$ cat src/legv8_isa_pkg.sv
`default_nettype none

package legv8_isa_pkg;

  localparam int NUM_REGS = 32;
  localparam int OFFSET_WIDTH = 9;  // D-format address offset

  typedef logic [4:0] reg_index_t;

  localparam reg_index_t ZERO_REG = 5'd31;  // XZR

  typedef logic [10:0] opcode_t;

  localparam opcode_t OPCODE_LDUR = 11'b11111000010;
  localparam opcode_t OPCODE_STUR = 11'b11111000000;
  localparam opcode_t OPCODE_ADD  = 11'b10001011000;
  localparam opcode_t OPCODE_SUB  = 11'b11001011000;
  localparam opcode_t OPCODE_AND  = 11'b10001010000;
  localparam opcode_t OPCODE_ORR  = 11'b10101010000;

  typedef enum logic [3:0] {
    ALU_AND = 4'b0000,
    ALU_ORR = 4'b0001,
    ALU_ADD = 4'b0010,
    ALU_SUB = 4'b0110
  } alu_op_t;

endpackage

`default_nettype wire

$ cat src/pipeline_pkg.sv
`default_nettype none

package pipeline_pkg;

  localparam int DATA_WIDTH = 64;

  typedef logic [DATA_WIDTH-1:0] word_t;

  typedef enum logic [1:0] {
    FWD_NONE      = 2'b00,
    FWD_WRITEBACK = 2'b01,
    FWD_MEMORY    = 2'b10
  } forward_sel_t;

  // ID/EX
  typedef struct packed {
    logic                       reg_write;
    logic                       mem_read;
    logic                       mem_write;
    logic                       mem_to_reg;
    logic                       use_immediate;
    legv8_isa_pkg::alu_op_t     alu_op;
    word_t                      rn_data;
    word_t                      rm_data;
    word_t                      immediate;
    legv8_isa_pkg::reg_index_t  rd;
    legv8_isa_pkg::reg_index_t  rn;
    legv8_isa_pkg::reg_index_t  rm;
  } decode_payload_t;

  // EX/MEM
  typedef struct packed {
    logic                       reg_write;
    logic                       mem_read;
    logic                       mem_write;
    logic                       mem_to_reg;
    word_t                      alu_result;
    word_t                      store_data;
    legv8_isa_pkg::reg_index_t  rd;
  } execute_payload_t;

  // MEM/WB
  typedef struct packed {
    logic                       reg_write;
    logic                       mem_to_reg;
    word_t                      alu_result;
    word_t                      load_data;
    legv8_isa_pkg::reg_index_t  rd;
  } memory_payload_t;

endpackage

`default_nettype wire

$ cat src/fetch_unit.sv
`timescale 1ns/1ps
`default_nettype none

module fetch_unit #(
  parameter pipeline_pkg::word_t RESET_PC = '0
) (
  input  wire                 CLOCK,
  input  wire                 reset,
  input  wire                 stall,
  input  wire [31:0]          instruction,
  output pipeline_pkg::word_t instruction_address,
  output pipeline_pkg::word_t fetched_pc,
  output logic [31:0]         fetched_instruction
);

  import pipeline_pkg::*;

  localparam logic [31:0] NOP_INSTRUCTION = 32'h0000_0000;  // Opcode zero is not supported

  always_ff @(posedge CLOCK) begin
    if (reset) begin
      instruction_address <= RESET_PC;
    end else if (!stall) begin
      instruction_address <= instruction_address + word_t'(4);
    end
  end

  // Fetch/decode register
  always_ff @(posedge CLOCK) begin
    if (reset) begin
      fetched_pc          <= RESET_PC;
      fetched_instruction <= NOP_INSTRUCTION;
    end else if (!stall) begin  // Hold during load-use
      fetched_pc          <= instruction_address;
      fetched_instruction <= instruction;
    end
  end

  a_pc_aligned: assert property (@(posedge CLOCK) disable iff (reset)
    instruction_address[1:0] == 2'b00)
    else $error("PC lost word alignment");

endmodule

`default_nettype wire

$ cat config.mk
export PLATFORM = sky130hd
export DESIGN_NAME = fetch_unit
export DESIGN_NICKNAME = d
export VERILOG_FILES = /design/src/legv8_isa_pkg.sv /design/src/pipeline_pkg.sv /design/src/fetch_unit.sv
export SDC_FILE = /design/constraint.sdc
export NUM_CORES = 1
export LEC_CHECK = 0
export BUFFER_PORTS_ARGS = -buffer_cell sky130_fd_sc_hd__buf_2
export CAP_MARGIN = 0
export CELL_PAD_IN_SITES_DETAIL_PLACEMENT = 0
export CELL_PAD_IN_SITES_GLOBAL_PLACEMENT = 1
export CORE_UTILIZATION = 34
export DETAILED_ROUTE_END_ITERATION = 12
export PLACE_DENSITY_LB_ADDON = 0.1
export SETUP_SLACK_MARGIN = 0.2
export SKIP_LAST_GASP = 1
export SLEW_MARGIN = 10
export SYNTH_ARGS = -nofsm -noshare
export SYNTH_HDL_FRONTEND = slang
export SYNTH_SLANG_ARGS = --single-unit
$ cat constraint.sdc
create_clock -name CLOCK -period 2.4 [get_ports CLOCK]
set_input_delay 0.36 -clock CLOCK [delete_from_list [all_inputs] [get_ports CLOCK]]
set_output_delay 0.36 -clock CLOCK [all_outputs]
set_load 0.01 [all_outputs]
==> impl_metrics.sql, run 1 <==
INSERT INTO impl_metrics (metric_group, metric, value, unit) VALUES
('clock_tree', 'cts.hold.buffers_added', '0', ''),
('global_route', 'largest_net_degree_at_the_start_of_global_routing', '100', ''),
('route', 'detailroute.via_count', '5584', ''),
('setup_path', 'setup.worst_path.class', 'reg2reg', ''),
('power', 'peakVddDrop', '0.5047', 'mV'),
('placed_design', 'buffer_ports.inserted', '190', ''),
('timing', 'min_period_over_period', '0.9424', ''),
('synthesis', 'synth.yosys.seq_area_share', '0.4973', ''),
('route', 'first_drt_pass_iteration_count', '4', ''),
('timing', 'fin_setup_tns', '0', 'ps'),
('clock_tree', 'clk-insertion-delay-late', '420', 'ps'),
('cells_and_area', 'final_net_count', '931', ''),
('route', 'post_route_wl', '16930', 'um'),
('synthesis', 'yosys_reg_bits', '156', ''),
('setup_path', 'critPathCaptureType', 'flip-flop', ''),
('cells_and_area', 'final_core_util', '0.4779', ''),
('synthesis', 'synth-async-reset-ratio', '0', ''),
('setup_path', 'path_delay_family', 'simple AND/OR/NAND/NOR gates', ''),
('setup_path', 'crit_path_frequent_cell', 'sky130_fd_sc_hd__or4_4', ''),
('timing', 'setup_slack', '138.2', 'ps'),
('power', 'power-per-cell-area', '647.3', 'nW/um^2'),
('setup_path', 'cp-start-kind', 'flip-flop', ''),
('synthesis', 'synthesis.area_per_instance', '9.472', 'sq um'),
('synthesis', 'count_of_flip_flops_with_a_built_in_enable_after_synthesis', '0', ''),
('timing', 'finClkSkew', '10.31', 'ps'),
('global_route', 'antenna_found_initial', '0', ''),
('synthesis', 'yosys_most_used_dff', 'sky130_fd_sc_hd__dfxtp_1', ''),
('floorplanning', 'fp.dieW', '137.9', 'um'),
('hold_path', 'min_path_type', 'in2reg', ''),
('placed_design', 'finalWeightedCongestion', '0.7602', ''),
('synthesis', 'post_synth_instance_area', '6280', 'sq um'),
('floorplanning', 'start_util', '0.3484', ''),
('clock_tree', 'cts_tree', 'built', ''),
('placed_design', 'pre_cts_slack', '25.55', 'ps'),
('cells_and_area', 'antennaDiodeCount', '0', ''),
('floorplanning', 'design.core.area', '18020', 'sq um'),
('route', 'ant_nets', '0', ''),
('timing', 'timing.max_slew.rel_slack', '0.5233', ''),
('global_route', 'grt_pass1_wl', '26700', 'um'),
('timing', 'worst_slew_pin_slew', '715.0', 'ps'),
('synthesis', 'post_synth_inst_count', '663', ''),
('clock_tree', 'tritoncts.num_buffers', '17', ''),
('timing', 'report.final.setup_viol', '0', ''),
('global_route', 'first_global_vias', '5254', ''),
('setup_path', 'crit_buf_inv', '1', ''),
('clock_tree', 'root_buffer', 'sky130_fd_sc_hd__clkbuf_16', ''),
('setup_path', 'cp.arrival', '2620', 'ps'),
('power', 'total_leakage_power', '4.029', 'nW'),
('route', 'drt_iter0_markers', '168', ''),
('placed_design', 'detailed_place_hpwl', '11670', 'um'),
('floorplanning', 'row_count', '49', ''),
('cells_and_area', 'most_common_cell_after_layout_fill_and_taps_aside', 'sky130_fd_sc_hd__buf_2', ''),
('status', 'status', 'complete, no violations', ''),
('floorplanning', 'die-height', '137.9', 'um'),
('power', 'totalPowerFinal', '0.005576', 'W'),
('global_route', 'overall_routing_resource_usage', '0.1799', ''),
('setup_path', 'slowest_delay', '590', 'ps'),
('setup_path', 'critical_path.slowest_cell', 'sky130_fd_sc_hd__or4_4', ''),
('cells_and_area', 'area_growth', '37.18', '%'),
('timing', 'maxSlewViolCount', '0', ''),
('flow_run', 'maxCapViolations', '0', ''),
('setup_path', 'worst-path-max-fanout', '6', ''),
('clock_tree', 'cts_max_level', '4', ''),
('floorplanning', 'io_pins', '195', ''),
('global_route', 'grt-ovfl-total', '0', ''),
('cells_and_area', 'drive_gt1_frac', '0.3767', ''),
('setup_path', 'worstPathRequired', '2750', 'ps'),
('timing', 'finalCriticalPeriod', '2262', 'ps'),
('timing', 'final_hold_viol_count', '0', ''),
('timing', 'rsz0062_at_grt', 'true', ''),
('route', 'remaining_drc_errors', '0', ''),
('clock_tree', 'clk_transition_reported_paths', '70', 'ps'),
('synthesis', 'yosysWarningCount', '0', ''),
('route', 'route.detailed.wl_per_inst', '14.89', 'um'),
('synthesis', 'post_synth_num_cell_types', '40', ''),
('floorplanning', 'design.die.area', '19020', 'sq um'),
('cells_and_area', 'layout_common_cells', '189 x sky130_fd_sc_hd__buf_2, 134 x sky130_fd_sc_hd__nor2_1, 120 x sky130_fd_sc_hd__dfxtp_1, 95 x sky130_fd_sc_hd__mux2i_1, 53 x sky130_fd_sc_hd__buf_4', ''),
('clock_tree', 'maximum_clock_insertion_buffer_count', '2', ''),
('setup_path', 'path_cells', 'nand4_4, or4_4, or4_4, buf_12, or3_1, a21oi_1', ''),
('timing', 'fmax', '0.4421', 'GHz'),
('clock_tree', 'clock-sinks', '156', ''),
('route', 'vias_per_cell', '4.911', '');
-- worst paths after layout --
kind	startpoint	end	slack [ps]	cells past startpoint
worst max register to register	instruction_address[38]	instruction_address[51]	140	6
worst min-delay path	instruction[15]	fetched_instruction[15]	160	3
worst min register to register	fetched_pc[42]	fetched_pc[42]	490	2
worst max-delay path	instruction_address[38]	instruction_address[51]	140	6
-- metrics by stage --
step                      std cells  hold slack (ps)  instance area (sq um)
after detailed placement       1077            480.2                   7725
after CTS                      1123            145.2                   8457
final                          1137            164.2                   8615
after global routing           1137            163.7                   8615
after global placement         1077            469.3                   7725
after floorplan                 666            502.0                   6425
-- registers in the layout, indices dropped and copies added (netlist names) --
register and flops:
fetched_instruction 32, fetched_pc 62, instruction_address 62
-- area by class of cell --
class,count,area (sq um)
Multi-Input combinational cell,462,3027
Clock inverter,11,102.6
Clock buffer,21,493.0
Sequential cell,156,3223
Tap cell,229,286.5
Timing Repair Buffer,249,1449
Fill cell,1779,9410
Inverter,9,33.78
-- cell usage after synthesis (4+ instances only) --
library cell / instances / area share
sky130_fd_sc_hd__or4_1: 11 / 0.013
sky130_fd_sc_hd__buf_1: 6 / 0.0036
sky130_fd_sc_hd__nand3_1: 22 / 0.018
sky130_fd_sc_hd__xor2_1: 16 / 0.022
sky130_fd_sc_hd__xnor2_1: 15 / 0.021
sky130_fd_sc_hd__buf_4: 4 / 0.0048
sky130_fd_sc_hd__nor4_1: 7 / 0.0070
sky130_fd_sc_hd__nor2_1: 134 / 0.080
sky130_fd_sc_hd__inv_1: 9 / 0.0054
sky130_fd_sc_hd__clkbuf_1: 22 / 0.013
sky130_fd_sc_hd__o31ai_1: 8 / 0.0096
sky130_fd_sc_hd__nor3_1: 5 / 0.0040
sky130_fd_sc_hd__mux2i_1: 95 / 0.15
sky130_fd_sc_hd__o21ai_0: 21 / 0.017
sky130_fd_sc_hd__nand2_1: 25 / 0.015
sky130_fd_sc_hd__dfxtp_1: 156 / 0.50
sky130_fd_sc_hd__a21oi_1: 29 / 0.023
sky130_fd_sc_hd__or3_1: 19 / 0.019
sky130_fd_sc_hd__nand4_1: 15 / 0.015
sky130_fd_sc_hd__and3_1: 6 / 0.0060
sky130_fd_sc_hd__nand4_2: 4 / 0.0080
sky130_fd_sc_hd__buf_6: 4 / 0.0072
-- routing by layer --
metal / track usage / vias up / share of wire
li1: - / 2763 / -
met1: 0.2280 / 2660 / 0.45
met2: 0.2858 / 141 / 0.47
met3: 0.05300 / 20 / 0.062
met4: 0.07005 / 0 / 0.015
met5: 0 / - / 0
-- worst min-delay path: cells and delay by family --
family | cells | cell delay [ps]
mux | 1 | 50
buf+inv | 1 | 70
simple gates | 1 | 70
-- power by group --
group          total [W]  internal (W)  switching (W)
sequential       0.00262       0.00260      0.0000210
clock            0.00269       0.00159        0.00110
combinational   0.000264      0.000114       0.000150
-- cells by family (layout without fill, tap and decap cells) --
group / count (synthesis) / after routing / share of synthesized area
simple gates: 272 / 272 / 0.2166
flops: 156 / 156 / 0.4973
mux: 95 / 95 / 0.1514
compound gates: 59 / 59 / 0.05101
buf+inv: 48 / 290 / 0.03785
xor+xnor: 31 / 31 / 0.04324
fa+ha+maj: 1 / 1 / 0.001992
other cells: 1 / 4 / 0.0005972
-- repair_timing --
item / CTS / global route
endpoints found under the setup margin: 8 / 22
gates cloned: 0 / 1
resized for setup: 7 / 15
pin swaps: 8 / 14
buffers inserted: 14 / 13
Power figures use the tool's default switching activity.
==> run 2, diff against run 1 <==
CORE_UTILIZATION = 38   (was 34)
clock period = 2.6 ns   (was 2.4 ns; I/O delays follow)
==> run 2 against run 1 <==
Setup slack better by 130 ps. Wire length fell by 7.5%. First-iteration DRC count rose by 45%. Hold slack improved by 39 ps. Flip-flop and latch count stayed put. Largest cell class unchanged.
==> impl_metrics.sql, run 2 (synthesis results as in run 1) <==
INSERT INTO impl_metrics (metric_group, metric, value, unit) VALUES
('setup_path', 'path_delay_family', 'simple AND/OR/NAND/NOR gates', ''),
('timing', 'report.final.setup_viol', '0', ''),
('floorplanning', 'row_count', '46', ''),
('global_route', 'grt-ovfl-total', '0', ''),
('clock_tree', 'maximum_clock_insertion_buffer_count', '2', ''),
('status', 'status', 'complete, no violations', ''),
('clock_tree', 'clock-sinks', '156', ''),
('floorplanning', 'io_pins', '195', ''),
('timing', 'fin_setup_tns', '0', 'ps'),
('route', 'detailroute.via_count', '5460', ''),
('setup_path', 'cp.arrival', '2680', 'ps'),
('route', 'ant_nets', '0', ''),
('power', 'power-per-cell-area', '620.6', 'nW/um^2'),
('timing', 'min_period_over_period', '0.8961', ''),
('route', 'route.detailed.wl_per_inst', '14.15', 'um'),
('timing', 'finClkSkew', '8.085', 'ps'),
('setup_path', 'critPathCaptureType', 'flip-flop', ''),
('setup_path', 'crit_path_frequent_cell', 'sky130_fd_sc_hd__or4_4', ''),
('route', 'vias_per_cell', '4.937', ''),
('timing', 'worst_slew_pin_slew', '901.5', 'ps'),
('global_route', 'overall_routing_resource_usage', '0.1877', ''),
('flow_run', 'maxCapViolations', '0', ''),
('cells_and_area', 'most_common_cell_after_layout_fill_and_taps_aside', 'sky130_fd_sc_hd__buf_2', ''),
('route', 'first_drt_pass_iteration_count', '4', ''),
('setup_path', 'path_cells', 'nand4_4, or4_4, or4_4, or4_1, a21oi_1', ''),
('cells_and_area', 'drive_gt1_frac', '0.3326', ''),
('floorplanning', 'start_util', '0.3925', ''),
('global_route', 'antenna_found_initial', '0', ''),
('global_route', 'largest_net_degree_at_the_start_of_global_routing', '68', ''),
('timing', 'fmax', '0.4292', 'GHz'),
('setup_path', 'cp-start-kind', 'flip-flop', ''),
('clock_tree', 'root_buffer', 'sky130_fd_sc_hd__clkbuf_16', ''),
('floorplanning', 'design.die.area', '17040', 'sq um'),
('power', 'total_leakage_power', '3.881', 'nW'),
('cells_and_area', 'final_net_count', '914', ''),
('timing', 'rsz0062_at_grt', 'true', ''),
('route', 'remaining_drc_errors', '0', ''),
('cells_and_area', 'layout_common_cells', '188 x sky130_fd_sc_hd__buf_2, 139 x sky130_fd_sc_hd__dfxtp_1, 134 x sky130_fd_sc_hd__nor2_1, 95 x sky130_fd_sc_hd__mux2i_1, 41 x sky130_fd_sc_hd__buf_4', ''),
('setup_path', 'worst-path-max-fanout', '7', ''),
('timing', 'maxSlewViolCount', '0', ''),
('floorplanning', 'design.core.area', '16000', 'sq um'),
('timing', 'timing.max_slew.rel_slack', '0.3990', ''),
('floorplanning', 'fp.dieW', '130.6', 'um'),
('clock_tree', 'tritoncts.num_buffers', '17', ''),
('global_route', 'grt_pass1_wl', '24970', 'um'),
('setup_path', 'setup.worst_path.class', 'reg2reg', ''),
('route', 'drt_iter0_markers', '244', ''),
('placed_design', 'buffer_ports.inserted', '190', ''),
('timing', 'final_hold_viol_count', '0', ''),
('clock_tree', 'clk-insertion-delay-late', '420', 'ps'),
('hold_path', 'min_path_type', 'in2reg', ''),
('placed_design', 'finalWeightedCongestion', '0.7765', ''),
('global_route', 'first_global_vias', '5103', ''),
('clock_tree', 'cts_tree', 'built', ''),
('power', 'peakVddDrop', '0.4006', 'mV'),
('power', 'totalPowerFinal', '0.005160', 'W'),
('setup_path', 'slowest_delay', '600', 'ps'),
('setup_path', 'critical_path.slowest_cell', 'sky130_fd_sc_hd__or4_4', ''),
('cells_and_area', 'top_registers', 'fetched_pc: 62 flops, instruction_address: 62 flops, fetched_instruction: 32 flops', ''),
('setup_path', 'crit_buf_inv', '0', ''),
('clock_tree', 'clk_transition_reported_paths', '60', 'ps'),
('cells_and_area', 'antennaDiodeCount', '0', ''),
('timing', 'holdWs', '202.7', 'ps'),
('floorplanning', 'die-height', '130.6', 'um'),
('cells_and_area', 'area_growth', '32.40', '%'),
('setup_path', 'worstPathRequired', '2950', 'ps'),
('route', 'post_route_wl', '15650', 'um'),
('timing', 'finalCriticalPeriod', '2330', 'ps'),
('placed_design', 'detailed_place_hpwl', '11060', 'um'),
('clock_tree', 'cts_max_level', '4', '');
## run 2: cell types whose count changed in the layout (fill, tap and decap cells not counted), moves of 3 or more
cell | previous run | this run
sky130_fd_sc_hd__dfxtp_1 | 120 | 139
sky130_fd_sc_hd__dfxtp_4 | 22 | 6
sky130_fd_sc_hd__buf_4 | 53 | 41
sky130_fd_sc_hd__clkbuf_8 | 1 | 5
sky130_fd_sc_hd__clkbuf_1 | 1 | 4
sky130_fd_sc_hd__dfxtp_2 | 14 | 11
sky130_fd_sc_hd__inv_6 | 3 | 0
sky130_fd_sc_hd__nand4_2 | 0 | 3
sky130_fd_sc_hd__nand4_4 | 4 | 1
## run 2: metal layers
| metal | wire, um | up-vias | share of wire | GRT usage |
|---|---|---|---|---|
| met4 | 159 | 0 | 0.010 | 0.06288 |
| met3 | 1214 | 10 | 0.078 | 0.06759 |
| met2 | 6998 | 176 | 0.45 | 0.2919 |
| met1 | 7281 | 2553 | 0.47 | 0.2405 |
| li1 | - | 2721 | - | - |
| met5 | 0 | - | 0 | 0 |
## run 2: worst paths after layout
kind | slack [ps] | from | endpoint | cells past startpoint
worst max-delay path | 270 | instruction_address[38] | instruction_address[63] | 5
worst min-delay path | 200 | instruction[0] | fetched_instruction[0] | 3
worst max register to register | 270 | instruction_address[38] | instruction_address[63] | 5
worst min register to register | 490 | fetched_pc[37] | fetched_pc[37] | 2
## run 2: area by class of cell
| type | count | area (sq um) |
|---|---|---|
| Multi-Input combinational cell | 462 | 2969 |
| Sequential cell | 156 | 3159 |
| Timing Repair Buffer | 232 | 1291 |
| Tap cell | 216 | 270.3 |
| Inverter | 9 | 33.78 |
| Fill cell | 1521 | 7686 |
| Clock inverter | 5 | 81.33 |
| Clock buffer | 26 | 509.2 |
## run 2: what timing repair did
| item | CTS | global route |
|---|---|---|
| resized for setup | 7 | 20 |
| pin swaps | 1 | 4 |
| hold buffers | 0 | 0 |
| endpoints found under the setup margin | 1 | 13 |
| buffers inserted | 1 | 5 |
## run 2: through the flow
stage / area [sq um] / cells / worst slack [ps] / utilization
final: 8314 / 1106 / 270.2 / 0.5196
after global routing: 8314 / 1106 / 172.6 / 0.5196
after CTS: 8215 / 1101 / 208.1 / 0.5135
after detailed placement: 7609 / 1069 / 102.4 / 0.4755
after global placement: 7609 / 1069 / 114.3 / 0.4755
after floorplan: 6294 / 666 / 203.4 / -
## run 2: where the power goes
group	leakage [nW]	total (W)	switching, W	internal (W)
sequential	1.27	0.00244	0.0000173	0.00242
combinational	2.32	0.000245	0.000139	0.000106
clock	0.287	0.00248	0.000941	0.00154
total	3.88	0.00516	0.00110	0.00406
## run 2: worst register-to-register path: stages (launching register included)
cell                      delay [ps]
sky130_fd_sc_hd__dfxtp_4         370
sky130_fd_sc_hd__nand4_4         120
sky130_fd_sc_hd__or4_4           550
sky130_fd_sc_hd__or4_4           600
sky130_fd_sc_hd__or4_1           480
sky130_fd_sc_hd__a21oi_1         140
==> run 3, diff against run 2 <==
CORE_UTILIZATION = 39   (was 38)
CTS_BUF_LIST = sky130_fd_sc_hd__clkbuf_8   (was unset)
==> run 3 against run 2 <==
First-iteration DRC count fell by 13%. Clock-buffer cell count shrank 4. Setup slack lost 17 ps. Sequential power about the same. Hold slack got worse by 37 ps. Global-route usage is 0.21 points higher. Flip-flop and latch count unchanged.
==> impl_metrics.sql, run 3 (synthesis results as in run 1) <==
INSERT INTO impl_metrics (metric_group, metric, value, unit) VALUES
('status', 'status', 'complete, no violations', ''),
('cells_and_area', 'final_net_count', '913', ''),
('clock_tree', 'tritoncts.num_buffers', '17', ''),
('clock_tree', 'cts_max_level', '4', ''),
('power', 'internal-power', '0.003483', 'W'),
('setup_path', 'worst_case_register_to_register_setup_slack', '250', 'ps'),
('power', 'pwr-share-comb', '0.055', ''),
('timing', 'finalCriticalPeriod', '2347', 'ps'),
('route', 'detailroute.via_count', '5461', ''),
('setup_path', 'path_delay_family', 'simple AND/OR/NAND/NOR gates', ''),
('flow_run', 'maxCapViolations', '0', ''),
('clock_tree', 'clk-insertion-delay-late', '450', 'ps'),
('setup_path', 'rr_worst_depth', '5', ''),
('setup_path', 'critPathCaptureType', 'flip-flop', ''),
('global_route', 'grt_pass1_wl', '24630', 'um'),
('clock_tree', 'clk_transition_reported_paths', '80', 'ps'),
('power', 'power-per-cell-area', '553.7', 'nW/um^2'),
('hold_path', 'worstHoldPathCells', '3', ''),
('setup_path', 'worst-path-max-fanout', '5', ''),
('timing', 'final_hold_viol_count', '0', ''),
('timing', 'fmax', '0.4260', 'GHz'),
('hold_path', 'worstHoldEndpoint', 'fetched_instruction[24]', ''),
('route', 'drt_iter0_markers', '213', ''),
('timing', 'report.final.setup_viol', '0', ''),
('setup_path', 'regToRegStartpoint', 'instruction_address[10]', ''),
('timing', 'timing.max_slew.rel_slack', '0.4245', ''),
('power', 'total_leakage_power', '3.813', 'nW'),
('global_route', 'largest_net_degree_at_the_start_of_global_routing', '76', ''),
('hold_path', 'worstHoldStart', 'instruction[24]', ''),
('timing', 'finClkSkew', '7.779', 'ps'),
('global_route', 'first_global_vias', '4994', ''),
('floorplanning', 'design.core.area', '15830', 'sq um'),
('power', 'switching_power', '0.001009', 'W'),
('power', 'power_frac_seq', '0.541', ''),
('power', 'net_switching_share_of_the_total_power', '0.2246', ''),
('timing', 'rsz0062_at_grt', 'true', ''),
('timing', 'fin_setup_tns', '0', 'ps'),
('global_route', 'grt-ovfl-total', '0', ''),
('placed_design', 'detailed_place_hpwl', '11040', 'um'),
('clock_tree', 'root_buffer', 'sky130_fd_sc_hd__clkbuf_8', ''),
('setup_path', 'cp.arrival', '2730', 'ps'),
('cells_and_area', 'layout_common_cells', '188 x sky130_fd_sc_hd__buf_2, 135 x sky130_fd_sc_hd__dfxtp_1, 134 x sky130_fd_sc_hd__nor2_1, 95 x sky130_fd_sc_hd__mux2i_1, 40 x sky130_fd_sc_hd__buf_4', ''),
('cells_and_area', 'area_growth', '29.19', '%'),
('route', 'vias_per_cell', '4.938', ''),
('setup_path', 'setup.worst_path.class', 'reg2reg', ''),
('clock_tree', 'maximum_clock_insertion_buffer_count', '2', ''),
('power', 'peakVddDrop', '0.2915', 'mV'),
('setup_path', 'capturing_point_of_the_worst_reg2reg_path', 'instruction_address[63]', ''),
('floorplanning', 'row_count', '46', ''),
('setup_path', 'slowest_delay', '580', 'ps'),
('global_route', 'overall_routing_resource_usage', '0.1898', ''),
('hold_path', 'min_path_type', 'in2reg', ''),
('setup_path', 'worstPathRequired', '2980', 'ps'),
('cells_and_area', 'top_registers', 'fetched_pc: 62 flops, instruction_address: 62 flops, fetched_instruction: 32 flops', ''),
('floorplanning', 'design.die.area', '16610', 'sq um'),
('setup_path', 'crit_buf_inv', '0', ''),
('cells_and_area', 'final_core_util', '0.5126', ''),
('route', 'route.detailed.wl_per_inst', '14.08', 'um'),
('clock_tree', 'clock-sinks', '156', ''),
('timing', 'min_period_over_period', '0.9028', ''),
('power', 'clockPowerShare', '0.404', ''),
('global_route', 'antenna_found_initial', '0', ''),
('cells_and_area', 'most_common_cell_after_layout_fill_and_taps_aside', 'sky130_fd_sc_hd__buf_2', ''),
('route', 'first_drt_pass_iteration_count', '6', ''),
('cells_and_area', 'drive_gt1_frac', '0.3348', ''),
('route', 'ant_nets', '0', ''),
('setup_path', 'path_cells', 'nand4_4, or4_4, or4_4, or4_1, a21oi_1', ''),
('floorplanning', 'io_pins', '195', ''),
('floorplanning', 'die-height', '128.9', 'um'),
('clock_tree', 'cts.hold.buffers_added', '0', ''),
('cells_and_area', 'antennaDiodeCount', '0', ''),
('route', 'post_route_wl', '15570', 'um'),
('setup_path', 'crit_path_frequent_cell', 'sky130_fd_sc_hd__or4_4', ''),
('route', 'remaining_drc_errors', '0', ''),
('placed_design', 'buffer_ports.inserted', '190', ''),
('placed_design', 'finalWeightedCongestion', '0.7861', ''),
('floorplanning', 'fp.dieW', '128.9', 'um'),
('setup_path', 'cp-start-kind', 'flip-flop', ''),
('timing', 'maxSlewViolCount', '0', ''),
('floorplanning', 'start_util', '0.3968', ''),
('timing', 'worst_slew_pin_slew', '863.3', 'ps'),
('clock_tree', 'cts_tree', 'built', ''),
('setup_path', 'critical_path.slowest_cell', 'sky130_fd_sc_hd__or4_4', '');
==> run 3: cell type report <==
cell class / count / area, sq um
repair buffers: 231 / 1284
clock inverters: 10 / 97.59
well taps: 216 / 270.3
inverters: 9 / 33.78
flip-flops and latches: 156 / 3167
clock buffers: 22 / 302.8
fillers: 1520 / 7715
multi-input cells: 462 / 2958
==> run 3: metrics by stage <==
step	instance area, sq um	hold WS (ps)	setup WS [ps]	power (W)	std cells
6_report	8113	165.3	252.8	0.004492	1106
5_1_grt	8113	156.2	193.8	0.004685	1106
4_1_cts	7999	138.1	207.0	0.004571	1097
3_5_place_dp	7579	478.4	132.3	0.002743	1065
3_3_place_gp	7579	469.0	121.2	0.002737	1065
2_1_floorplan	6294	507.5	203.4	0.002656	666
==> run 3: how the worst max path moves through the flow <==
stage / start / to / cells after the start
finish: instruction_address[10] / instruction_address[63] / 5
detailed placement: stall / instruction_address[63] / 6
floorplan: instruction_address[40] / instruction_address[59] / 6
global placement: stall / instruction_address[63] / 6
CTS: instruction_address[38] / instruction_address[63] / 5
global route: instruction_address[10] / instruction_address[49] / 6
==> run 3: timing repair <==
item                       CTS  global route
hold endpoints to repair     0             0
resized for setup           16            14
setup buffers                0             9
setup endpoints to repair    3            11
pin swaps                    0             4
==> run 3: metal layers <==
metal | vias to the layer above | GRT usage | share of wire
li1 | 2731 | - | -
met1 | 2563 | 0.2361 | 0.47
met2 | 149 | 0.3094 | 0.46
met3 | 18 | 0.05239 | 0.058
met4 | 0 | 0.07889 | 0.013
met5 | - | 0 | 0
==> run 3: power groups by stage <==
stage                     clock network, W  registers, W  logic, W
after floorplan                          0       0.00251  0.000143
after global placement                   0       0.00249  0.000244
after detailed placement                 0       0.00249  0.000249
after CTS                          0.00188       0.00244  0.000250
after global routing               0.00198       0.00243  0.000270
final                              0.00181       0.00243  0.000246
==> run 3: worst register-to-register path: stages, from the launching register on <==
cell and delay, ps:
sky130_fd_sc_hd__dfxtp_4 390, sky130_fd_sc_hd__nand4_4 120, sky130_fd_sc_hd__or4_4 570, sky130_fd_sc_hd__or4_4 580
sky130_fd_sc_hd__or4_1 480, sky130_fd_sc_hd__a21oi_1 140
